==> src/design/llc_cfg_consts.svh <==
////////////////////////////////////////
// LLC_NUM_LINES must equal 2**LLC_INDEX_LEN
// LLC_SET_ASSO may not exceed LLC_REG_WIDTH
////////////////////////////////////////
`ifndef LLC_CFG_CONSTS_SVH
`define LLC_CFG_CONSTS_SVH

// Cache geometry
`define LLC_SET_ASSO        8
`define LLC_INDEX_LEN       4
`define LLC_NUM_LINES       16

// Register port
`define LLC_REG_WIDTH       32
`define LLC_REG_ADDR_LEN    3
`define LLC_VERSION         32'h0001_0003

// Descriptor buffering between flush FSM and cache
`define LLC_DESC_FIFO_DEPTH 4

// Register indices
`define LLC_REG_SPM         0
`define LLC_REG_FLUSH       1
`define LLC_REG_FLUSHED     2
`define LLC_REG_SET_ASSO    3
`define LLC_REG_NUM_LINES   4
`define LLC_REG_VERSION     5

`endif

==> src/design/llc_cfg_pkg.sv <==
////////////////////////////////////////
// Widths follow llc_cfg_consts.svh
////////////////////////////////////////
`default_nettype none

`include "llc_cfg_consts.svh"

package llc_cfg_pkg;

  // One bit per cache way
  typedef logic [`LLC_SET_ASSO-1:0]     way_mask_t;
  // Line index inside one way
  typedef logic [`LLC_INDEX_LEN-1:0]    line_idx_t;
  // Register word and register index
  typedef logic [`LLC_REG_WIDTH-1:0]    reg_data_t;
  typedef logic [`LLC_REG_ADDR_LEN-1:0] reg_addr_t;

  // Flush sequence, one way per pass through InitWay .. EndWay
  typedef enum logic [2:0] {
    FlushIdle,
    FlushWaitQuiet,
    FlushInitWay,
    FlushSend,
    FlushWaitDone,
    FlushEndWay
  } flush_state_e;

endpackage

`default_nettype wire

==> src/design/llc_cfg_regs.sv <==
////////////////////////////////////////
// One request in flight; no access is taken while a flush runs
// Way masks read back zero-padded to the register width
////////////////////////////////////////
`timescale 1ns/1ns
`default_nettype none

`include "llc_cfg_consts.svh"

module llc_cfg_regs (
  input  logic                  rst_ni,
  input  logic                  reset_i,
  // Request channel
  input  logic                  reg_req_valid_i,
  output logic                  reg_req_ready_o,
  input  logic                  reg_req_write_i,
  input  llc_cfg_pkg::reg_addr_t reg_req_addr_i,
  input  llc_cfg_pkg::reg_data_t reg_req_wdata_i,
  // Response channel
  output logic                  reg_rsp_valid_o,
  input  logic                  reg_rsp_ready_i,
  output llc_cfg_pkg::reg_data_t reg_rsp_rdata_o,
  output logic                  reg_rsp_err_o,
  // Flush controller side
  input  llc_cfg_pkg::way_mask_t flushed_d_i,
  input  logic                  flushed_load_i,
  input  logic                  flush_clear_i,
  input  logic                  cfg_busy_i,
  output llc_cfg_pkg::way_mask_t cfg_spm_o,
  output llc_cfg_pkg::way_mask_t cfg_flush_o,
  output llc_cfg_pkg::way_mask_t flushed_o,
  output logic                  cfg_written_o
);
  import llc_cfg_pkg::*;

  // Architectural registers
  way_mask_t cfg_spm_q;
  way_mask_t cfg_flush_q;
  way_mask_t flushed_q;
  // Response held until taken
  logic      rsp_valid_q;
  reg_data_t rsp_rdata_q;
  logic      rsp_err_q;
  logic      cfg_written_q;

  logic      req_fire;
  logic      addr_err;
  logic      wr_cfg;
  reg_data_t rd_data;

  // Blocked by a pending response and by a running flush
  assign reg_req_ready_o = !rsp_valid_q && !cfg_busy_i;
  assign req_fire        = reg_req_valid_i && reg_req_ready_o;

  // Past Version nothing exists, past CfgFlush everything is read-only
  assign addr_err = (reg_req_addr_i > reg_addr_t'(`LLC_REG_VERSION)) ||
                    (reg_req_write_i && (reg_req_addr_i > reg_addr_t'(`LLC_REG_FLUSH)));
  // Accepted write to CfgSpm or CfgFlush
  assign wr_cfg   = req_fire && reg_req_write_i && !addr_err;

  // Read decode with unmapped indices giving 0
  always_comb begin
    unique case (reg_req_addr_i)
      reg_addr_t'(`LLC_REG_SPM):       rd_data = reg_data_t'(cfg_spm_q);
      reg_addr_t'(`LLC_REG_FLUSH):     rd_data = reg_data_t'(cfg_flush_q);
      reg_addr_t'(`LLC_REG_FLUSHED):   rd_data = reg_data_t'(flushed_q);
      reg_addr_t'(`LLC_REG_SET_ASSO):  rd_data = reg_data_t'(`LLC_SET_ASSO);
      reg_addr_t'(`LLC_REG_NUM_LINES): rd_data = reg_data_t'(`LLC_NUM_LINES);
      reg_addr_t'(`LLC_REG_VERSION):   rd_data = reg_data_t'(`LLC_VERSION);
      default:                         rd_data = '0;
    endcase
  end

  ////////////////////////////////////////
  // Control state
  ////////////////////////////////////////
  always_ff @(posedge rst_ni) begin
    if (reset_i) begin
      cfg_spm_q     <= '0;
      cfg_flush_q   <= '0;
      flushed_q     <= '0;
      rsp_valid_q   <= 1'b0;
      cfg_written_q <= 1'b0;
    end else begin
      // Kicks the flush FSM one cycle after acceptance
      cfg_written_q <= wr_cfg;
      if (req_fire) begin
        rsp_valid_q <= 1'b1;
      end else if (reg_rsp_ready_i) begin
        rsp_valid_q <= 1'b0;
      end
      if (wr_cfg && (reg_req_addr_i == reg_addr_t'(`LLC_REG_SPM))) begin
        cfg_spm_q <= way_mask_t'(reg_req_wdata_i);
      end
      // Flush side only acts while the FSM owns the registers
      if (wr_cfg && (reg_req_addr_i == reg_addr_t'(`LLC_REG_FLUSH))) begin
        cfg_flush_q <= way_mask_t'(reg_req_wdata_i);
      end else if (flush_clear_i && cfg_busy_i) begin
        cfg_flush_q <= '0;
      end
      if (flushed_load_i && cfg_busy_i) begin
        flushed_q <= flushed_d_i;
      end
    end
  end

  // Response payload captured with the request
  always_ff @(posedge rst_ni) begin
    if (req_fire) begin
      rsp_rdata_q <= reg_req_write_i ? '0 : rd_data;
      rsp_err_q   <= addr_err;
    end
  end

  assign reg_rsp_valid_o = rsp_valid_q;
  assign reg_rsp_rdata_o = rsp_rdata_q;
  assign reg_rsp_err_o   = rsp_err_q;
  assign cfg_spm_o       = cfg_spm_q;
  assign cfg_flush_o     = cfg_flush_q;
  assign flushed_o       = flushed_q;
  assign cfg_written_o   = cfg_written_q;

  ////////////////////////////////////////
  // Assertions
  ////////////////////////////////////////
  // Config write reaches the flush FSM only while it is idle
  a_no_write_busy: assert property (@(posedge rst_ni) disable iff (reset_i)
    cfg_written_o |-> !cfg_busy_i)
    else $error("config write landed during flush");

endmodule

`default_nettype wire

==> src/design/llc_flush_ctrl.sv <==
////////////////////////////////////////
// Flushes one way at a time, lowest way first
// Expects exactly one flush_done_i per emitted descriptor
////////////////////////////////////////
`timescale 1ns/1ns
`default_nettype none

module llc_flush_ctrl (
  input  logic                  rst_ni,
  input  logic                  reset_i,
  // Register side
  input  logic                  cfg_written_i,
  input  llc_cfg_pkg::way_mask_t cfg_spm_i,
  input  llc_cfg_pkg::way_mask_t cfg_flush_i,
  input  llc_cfg_pkg::way_mask_t flushed_i,
  output llc_cfg_pkg::way_mask_t flushed_d_o,
  output logic                  flushed_load_o,
  output logic                  flush_clear_o,
  output logic                  cfg_busy_o,
  // Cache side
  input  logic                  quiescent_i,
  input  logic                  flush_done_i,
  output logic                  isolate_o,
  // Descriptor push into the FIFO
  output logic                  push_valid_o,
  input  logic                  push_ready_i,
  output llc_cfg_pkg::line_idx_t push_line_o,
  output llc_cfg_pkg::way_mask_t push_way_o
);
  import llc_cfg_pkg::*;

  flush_state_e state_q, state_d;
  // Ways still to flush in this sequence
  way_mask_t    to_flush_q, to_flush_d;
  // One-hot lowest way of to_flush_q
  way_mask_t    way_sel;
  // Next line to send, and done pulses seen for this way
  line_idx_t    send_cnt_q;
  line_idx_t    recv_cnt_q;
  logic         cnt_clear;
  logic         recv_en;
  logic         push_fire;

  // x & -x keeps only the lowest set bit
  assign way_sel   = to_flush_q & way_mask_t'(~to_flush_q + way_mask_t'(1));
  assign push_fire = push_valid_o && push_ready_i;

  ////////////////////////////////////////
  // Next state
  ////////////////////////////////////////
  always_comb begin
    state_d        = state_q;
    to_flush_d     = to_flush_q;
    flushed_d_o    = flushed_i;
    flushed_load_o = 1'b0;
    flush_clear_o  = 1'b0;
    cnt_clear      = 1'b0;
    recv_en        = 1'b0;
    unique case (state_q)
      FlushIdle: begin
        if (cfg_written_i) begin
          state_d = FlushWaitQuiet;
        end
      end
      FlushWaitQuiet: begin
        // Cache isolated, no traffic left inside
        if (quiescent_i) begin
          state_d = FlushInitWay;
        end
      end
      FlushInitWay: begin
        // Explicit flush request wins over SPM reconfiguration
        if (|cfg_flush_i) begin
          to_flush_d = cfg_flush_i & ~flushed_i;
        end else begin
          to_flush_d     = cfg_spm_i & ~flushed_i;
          // Ways released from SPM are no longer flushed
          flushed_d_o    = cfg_spm_i & flushed_i;
          flushed_load_o = 1'b1;
        end
        if (to_flush_d == '0) begin
          flush_clear_o = 1'b1;
          state_d       = FlushIdle;
        end else begin
          cnt_clear = 1'b1;
          state_d   = FlushSend;
        end
      end
      FlushSend: begin
        // Early completions already count here
        recv_en = flush_done_i;
        if (push_fire && (send_cnt_q == '1)) begin
          state_d = FlushWaitDone;
        end
      end
      FlushWaitDone: begin
        recv_en = flush_done_i;
        if (flush_done_i && (recv_cnt_q == '1)) begin
          state_d = FlushEndWay;
        end
      end
      FlushEndWay: begin
        flushed_load_o = 1'b1;
        if (to_flush_q == way_sel) begin
          // Flushed settles to the SPM ways after the last way
          flushed_d_o   = cfg_spm_i;
          flush_clear_o = 1'b1;
          to_flush_d    = '0;
          state_d       = FlushIdle;
        end else begin
          flushed_d_o = flushed_i | way_sel;
          to_flush_d  = to_flush_q & ~way_sel;
          state_d     = FlushInitWay;
        end
      end
      default: state_d = FlushIdle;
    endcase
  end

  ////////////////////////////////////////
  // State and counters
  ////////////////////////////////////////
  always_ff @(posedge rst_ni) begin
    if (reset_i) begin
      state_q    <= FlushIdle;
      to_flush_q <= '0;
      send_cnt_q <= '0;
      recv_cnt_q <= '0;
    end else begin
      state_q    <= state_d;
      to_flush_q <= to_flush_d;
      if (cnt_clear) begin
        send_cnt_q <= '0;
        recv_cnt_q <= '0;
      end else begin
        // Both wrap to 0 after line 15
        if (push_fire) begin
          send_cnt_q <= send_cnt_q + line_idx_t'(1);
        end
        if (recv_en) begin
          recv_cnt_q <= recv_cnt_q + line_idx_t'(1);
        end
      end
    end
  end

  assign isolate_o    = (state_q != FlushIdle);
  assign cfg_busy_o   = (state_q != FlushIdle);
  assign push_valid_o = (state_q == FlushSend);
  assign push_line_o  = send_cnt_q;
  assign push_way_o   = way_sel;

  ////////////////////////////////////////
  // Assertions
  ////////////////////////////////////////
  // Completions never outrun the descriptors sent for this way
  a_done_after_send: assert property (@(posedge rst_ni) disable iff (reset_i)
    ((state_q == FlushSend) && flush_done_i) |-> (recv_cnt_q != send_cnt_q))
    else $error("flush_done_i ahead of the descriptors sent");

  // Cache completions only while this way is in flight
  a_done_in_flight: assert property (@(posedge rst_ni) disable iff (reset_i)
    flush_done_i |-> (state_q inside {FlushSend, FlushWaitDone}))
    else $error("flush_done_i outside a running flush");

endmodule

`default_nettype wire

==> src/design/llc_flush_desc_fifo.sv <==
////////////////////////////////////////
// depth must be at least 2
// Output comes straight from storage, one cycle after the push
////////////////////////////////////////
`timescale 1ns/1ns
`default_nettype none

`include "llc_cfg_consts.svh"

module llc_flush_desc_fifo #(
  parameter int unsigned depth = `LLC_DESC_FIFO_DEPTH
) (
  input  logic                  rst_ni,
  input  logic                  reset_i,
  // Push side from the flush FSM
  input  logic                  push_valid_i,
  output logic                  push_ready_o,
  input  llc_cfg_pkg::line_idx_t push_line_i,
  input  llc_cfg_pkg::way_mask_t push_way_i,
  // Descriptor side towards the cache
  output logic                  desc_valid_o,
  input  logic                  desc_ready_i,
  output llc_cfg_pkg::line_idx_t desc_index_o,
  output llc_cfg_pkg::way_mask_t desc_way_o
);
  import llc_cfg_pkg::*;

  localparam int unsigned ptr_w = $clog2(depth);
  localparam int unsigned cnt_w = $clog2(depth + 1);

  // Descriptor storage
  line_idx_t        mem_line [depth];
  way_mask_t        mem_way  [depth];
  logic [ptr_w-1:0] wr_ptr_q, rd_ptr_q;
  logic [cnt_w-1:0] count_q;
  logic             full, empty;
  logic             push_fire, pop_fire;

  assign full      = (count_q == cnt_w'(depth));
  assign empty     = (count_q == '0);
  assign push_fire = push_valid_i && !full;
  assign pop_fire  = desc_valid_o && desc_ready_i;

  always_ff @(posedge rst_ni) begin
    if (reset_i) begin
      wr_ptr_q <= '0;
      rd_ptr_q <= '0;
      count_q  <= '0;
    end else begin
      // Pointers wrap at depth, not at a power of two
      if (push_fire) begin
        wr_ptr_q <= (wr_ptr_q == ptr_w'(depth - 1)) ? '0 : wr_ptr_q + 1'b1;
      end
      if (pop_fire) begin
        rd_ptr_q <= (rd_ptr_q == ptr_w'(depth - 1)) ? '0 : rd_ptr_q + 1'b1;
      end
      if (push_fire && !pop_fire) begin
        count_q <= count_q + 1'b1;
      end else if (pop_fire && !push_fire) begin
        count_q <= count_q - 1'b1;
      end
    end
  end

  always_ff @(posedge rst_ni) begin
    if (push_fire) begin
      mem_line[wr_ptr_q] <= push_line_i;
      mem_way[wr_ptr_q]  <= push_way_i;
    end
  end

  assign push_ready_o = !full;
  assign desc_valid_o = !empty;
  assign desc_index_o = mem_line[rd_ptr_q];
  assign desc_way_o   = mem_way[rd_ptr_q];

  ////////////////////////////////////////
  // Assertions
  ////////////////////////////////////////
  // Producer holds its entry while the FIFO is full
  a_push_held: assert property (@(posedge rst_ni) disable iff (reset_i)
    (push_valid_i && full) |=> (push_valid_i && $stable(push_line_i) && $stable(push_way_i)))
    else $error("descriptor dropped while FIFO full");

  a_desc_stable: assert property (@(posedge rst_ni) disable iff (reset_i)
    (desc_valid_o && !desc_ready_i) |=>
      (desc_valid_o && $stable(desc_index_o) && $stable(desc_way_o)))
    else $error("descriptor changed under back-pressure");

endmodule

`default_nettype wire

==> src/design/llc_cfg_top.sv <==
////////////////////////////////////////
// Register port and cache port share one clock
////////////////////////////////////////
`timescale 1ns/1ns
`default_nettype none

module llc_cfg_top (
  input  logic                  rst_ni,
  input  logic                  reset_i,
  // Register request and response
  input  logic                  reg_req_valid_i,
  output logic                  reg_req_ready_o,
  input  logic                  reg_req_write_i,
  input  llc_cfg_pkg::reg_addr_t reg_req_addr_i,
  input  llc_cfg_pkg::reg_data_t reg_req_wdata_i,
  output logic                  reg_rsp_valid_o,
  input  logic                  reg_rsp_ready_i,
  output llc_cfg_pkg::reg_data_t reg_rsp_rdata_o,
  output logic                  reg_rsp_err_o,
  // Flush descriptors to the cache
  output logic                  desc_valid_o,
  input  logic                  desc_ready_i,
  output llc_cfg_pkg::line_idx_t desc_index_o,
  output llc_cfg_pkg::way_mask_t desc_way_o,
  // Cache status and control
  input  logic                  quiescent_i,
  input  logic                  flush_done_i,
  output logic                  isolate_o,
  output llc_cfg_pkg::way_mask_t spm_lock_o,
  output llc_cfg_pkg::way_mask_t flushed_o
);
  import llc_cfg_pkg::*;

  // Registers to flush FSM
  way_mask_t cfg_spm;
  way_mask_t cfg_flush;
  way_mask_t flushed;
  logic      cfg_written;
  // Flush FSM to registers
  way_mask_t flushed_d;
  logic      flushed_load;
  logic      flush_clear;
  logic      cfg_busy;
  // Flush FSM to FIFO
  logic      push_valid;
  logic      push_ready;
  line_idx_t push_line;
  way_mask_t push_way;

  llc_cfg_regs i_regs (
    .rst_ni          (rst_ni),
    .reset_i         (reset_i),
    .reg_req_valid_i (reg_req_valid_i),
    .reg_req_ready_o (reg_req_ready_o),
    .reg_req_write_i (reg_req_write_i),
    .reg_req_addr_i  (reg_req_addr_i),
    .reg_req_wdata_i (reg_req_wdata_i),
    .reg_rsp_valid_o (reg_rsp_valid_o),
    .reg_rsp_ready_i (reg_rsp_ready_i),
    .reg_rsp_rdata_o (reg_rsp_rdata_o),
    .reg_rsp_err_o   (reg_rsp_err_o),
    .flushed_d_i     (flushed_d),
    .flushed_load_i  (flushed_load),
    .flush_clear_i   (flush_clear),
    .cfg_busy_i      (cfg_busy),
    .cfg_spm_o       (cfg_spm),
    .cfg_flush_o     (cfg_flush),
    .flushed_o       (flushed),
    .cfg_written_o   (cfg_written)
  );

  llc_flush_ctrl i_flush_ctrl (
    .rst_ni         (rst_ni),
    .reset_i        (reset_i),
    .cfg_written_i  (cfg_written),
    .cfg_spm_i      (cfg_spm),
    .cfg_flush_i    (cfg_flush),
    .flushed_i      (flushed),
    .flushed_d_o    (flushed_d),
    .flushed_load_o (flushed_load),
    .flush_clear_o  (flush_clear),
    .cfg_busy_o     (cfg_busy),
    .quiescent_i    (quiescent_i),
    .flush_done_i   (flush_done_i),
    .isolate_o      (isolate_o),
    .push_valid_o   (push_valid),
    .push_ready_i   (push_ready),
    .push_line_o    (push_line),
    .push_way_o     (push_way)
  );

  llc_flush_desc_fifo i_desc_fifo (
    .rst_ni       (rst_ni),
    .reset_i      (reset_i),
    .push_valid_i (push_valid),
    .push_ready_o (push_ready),
    .push_line_i  (push_line),
    .push_way_i   (push_way),
    .desc_valid_o (desc_valid_o),
    .desc_ready_i (desc_ready_i),
    .desc_index_o (desc_index_o),
    .desc_way_o   (desc_way_o)
  );

  // Cache-facing copies of the register state
  assign spm_lock_o = cfg_spm;
  assign flushed_o  = flushed;

endmodule

`default_nettype wire

==> config.mk <==
export PLATFORM = sky130hd
export DESIGN_NAME = llc_cfg_top
export DESIGN_NICKNAME = d
export VERILOG_FILES = /design/src/design/llc_cfg_pkg.sv /design/src/design/llc_cfg_regs.sv /design/src/design/llc_flush_ctrl.sv /design/src/design/llc_flush_desc_fifo.sv /design/src/design/llc_cfg_top.sv
export VERILOG_INCLUDE_DIRS = /design/src /design/src/design
export SDC_FILE = /design/constraint.sdc
export NUM_CORES = 1
export LEC_CHECK = 0
export BUFFER_PORTS_ARGS = -buffer_cell sky130_fd_sc_hd__buf_4
export CORE_MARGIN = 2
export CORE_UTILIZATION = 25
export DETAILED_ROUTE_END_ITERATION = 10
export MAX_ROUTING_LAYER = met4
export PLACE_DENSITY = 0.49
export SYNTH_ARGS = -nofsm -noshare
export SYNTH_HDL_FRONTEND = slang
export SYNTH_SLANG_ARGS = --single-unit
==> constraint.sdc <==
create_clock -name rst_ni -period 3.1 [get_ports rst_ni]
set_input_delay 0.93 -clock rst_ni [delete_from_list [all_inputs] [get_ports rst_ni]]
set_output_delay 0.93 -clock rst_ni [all_outputs]
set_load 0.05 [all_outputs]
==> qor.yml <==
status:
  outcome: "finished, final reports clean"
routing:
  firstDrtPassIters: 4
  wl_per_cell_um: 15.5
  ant_nets: 0
  vias: 3456
  first_iter_violations: 244
  routed_wl_um: 11900
  via_per_inst: 4.49
  drc: 0
floorplan:
  start_util: 0.252
  rows: 52
  core_area_mm2: 0.0201
  io_pins: 108
  fp.dieH_um: 146
  die-width_um: 146
  die_area_mm2: 0.0214
clock_network:
  clockRootBuffer: "clkbuf_16"
  cts-resized-gates: 0
  cts_buffer_depth: 2
  h-tree-depth: 3
  cts_tree: "built"
  cts_hold_buf: 0
  clkLatencyLatePin_ns: 0.35
  clk_pin_slew_worst_paths_ns: 0.08
  post-cts-setup-buffer-count: 0
  numCtsBuffers: 9
  cts.sinks: 112
critical_path:
  r2r_end: "i_desc_fifo.count_q[2]$_SDFFE_PP0P_"
  cp-end-kind: "primary output"
  crit_path_max_fanout: 12
  critPathKind: "reg2out"
  path_cells: "or3_1 -> nor2_1 -> buf_4"
  rrSetupSlack_ns: 0.58
  max_stage_delay_ns: 0.45
  ff2ff_path_depth: 9
  reg2reg_from: "i_flush_ctrl.state_q[0]$_SDFFE_PP0P_"
  cpMaxStageDelayCell: "or3_1"
  required_ns: 2.17
  start_kind: "flip-flop"
  cp.arrival_ns: 1.74
placement:
  gp_congestion: 0.787
  portBuffers: 60
  dpl.hpwl_um: 8450
power_and_ir_drop:
  pwr_density_cell_mw_per_mm2: 610
  max-vdd-ir-drop_v: 0.000281
  p_leak_nw: 2.20
  total_power_mw: 3.69
timing:
  setup_violations: 0
  final_hold_viol_count: 0
  finalSetupTns_ns: 0
  slew_headroom: 0.360
  min_period_ns: 2.67
  finClkSkew_ns: 0.00963
  rsz0062_at_grt: "no"
  tightestPinTransition_ns: 0.946
  period_share: 0.862
  slew_viol_final: 0
  max_freq_mhz: 374
final_layout:
  drive_gt1_frac: 0.202
  layout_commonest_cell: "buf_4"
  n_antenna_cell: 0
  area_delta_synth_final_pct: 19.2
  layout.nets: 547
  layout_common_cells: "buf_4, edfxtp_1, dfxtp_1, nor2_1, a21oi_1"
  fill_cells: 2042
global_routing:
  antenna_found_initial: 0
  grt_overflow: 0
  grt_use_total: 0.117
  grt_pass1_vias: 3488
  grt_pass1_wl_um: 19100
  grt_max_degree: 34
synth:
  synth.yosys.seq_area_share: 0.556
  synth_area_mm2: 0.00507
  syn_area_per_cell_um2: 11.5
  ys_seq_elements: 112
  ys_types: 55
  syn-instance-count: 440
  synth_edf_count: 58
  async_reset_ff_frac: 0
  ys_warn_count: 0
  synth_ff_type: "edfxtp_1"
job:
  max_cap_violations: 0
worst_hold_path:
  hold_path_class: "reg2reg"
  min_to: "i_desc_fifo.rd_ptr_q[1]$_SDFFE_PP0P_"
  hp-start: "i_desc_fifo.rd_ptr_q[1]$_SDFFE_PP0P_"
  whs_path_depth: 2
## power by group
part	leakage (nW)	switching [mW]	internal [mW]
clock network	0.157	0.578	0.653
logic	1.08	0.542	0.276
registers	0.957	0.0470	1.59
total	2.20	1.17	2.52
## how the worst max path moves through the flow
| stage | to | cells past startpoint | from | slack [ns] |
|---|---|---|---|---|
| after floorplan | i_regs.cfg_flush_o[0]$_SDFFE_PP0P_ | 6 | i_flush_ctrl.state_q[0]$_SDFFE_PP0P_ | 0.24 |
| after global placement | i_desc_fifo.count_q[2]$_SDFFE_PP0P_ | 8 | desc_ready_i | 0.62 |
| after detailed placement | i_desc_fifo.count_q[2]$_SDFFE_PP0P_ | 8 | desc_ready_i | 0.55 |
| after CTS | desc_way_o[2] | 2 | flip-flop | 0.39 |
| after global routing | reg_req_ready_o | 3 | i_flush_ctrl.state_q[2]$_SDFFE_PP0P_ | 0.33 |
| final | reg_req_ready_o | 3 | i_flush_ctrl.state_q[2]$_SDFFE_PP0P_ | 0.43 |
## through the flow
stage          setup slack [ns]  instance area, um^2  instances  utilization  hold slack [ns]
6_report                  0.428                 6040        770        0.301            0.507
4_1_cts                   0.392                 6040        770        0.301            0.511
5_1_grt                   0.334                 6040        770        0.301            0.541
3_5_place_dp              0.551                 5720        754        0.285            0.498
2_1_floorplan             0.240                 5150        462            -            0.454
3_3_place_gp              0.623                 5720        754        0.285            0.465
## final cells by class
| type | instances | area (um^2) | share of cell area |
|---|---|---|---|
| Timing Repair Buffer | 65 | 488 | 0.0807 |
| Sequential cell | 112 | 2820 | 0.467 |
| Clock inverter | 7 | 95.1 | 0.0157 |
| Clock buffer | 9 | 225 | 0.0373 |
| Multi-Input combinational cell | 293 | 2020 | 0.335 |
| Inverter | 14 | 52.6 | 0.00869 |
| Tap cell | 270 | 338 | 0.0559 |
## routing by layer
layer  wire (um)  global-route usage  share of wire
met5           0                   -              0
met4         135              0.0320          0.011
met3         469              0.0247          0.039
met2        5530               0.185           0.46
met1        5790               0.153           0.49
## sequential cells by signal (all words and copies together) (netlist names), 8 cells and up, named ones only
register	flops
i_regs.cfg_spm_o	8
i_desc_fifo.mem_way	32
i_regs.cfg_flush_o	8
i_regs.reg_rsp_rdata_o	9
i_desc_fifo.mem_line	16
i_flush_ctrl.to_flush_q	8
i_regs.flushed_o	8
## cells by family after synthesis
logic type                 count (synthesis)  synth area share
adders and majority gates                 12            0.0296
xor gates and xnor gates                   8            0.0138
and+or+nand+nor                          121             0.121
muxes                                     30            0.0888
buffers and inverters                     57            0.0609
DFF                                      112             0.556
AOI/OAI and AO/OA                         99             0.129
other                                      1          0.000739
## synth_stat cells (7+ instances only)
cell type,instances,share of area
edfxtp_1,58,0.34
dfxtp_1,54,0.21
nor2_1,50,0.037
a21oi_1,38,0.037
buf_4,23,0.034
o21ai_0,19,0.019
mux2i_1,18,0.036
clkbuf_1,16,0.012
nand2_1,15,0.011
inv_1,14,0.010
a22o_1,13,0.022
mux4_2,12,0.053
nor3_1,12,0.012
and2_1,9,0.011
ha_1,8,0.020
a31oi_1,7,0.0086
## worst max-delay path, delay by kind of cell, from the launching register on
kind	cells	cell delay (ns)
buffers and inverters	1	0.26
and+or+nand+nor	2	0.72
DFF	1	0.41
No activity file was read; power rests on OpenSTA's default activity.
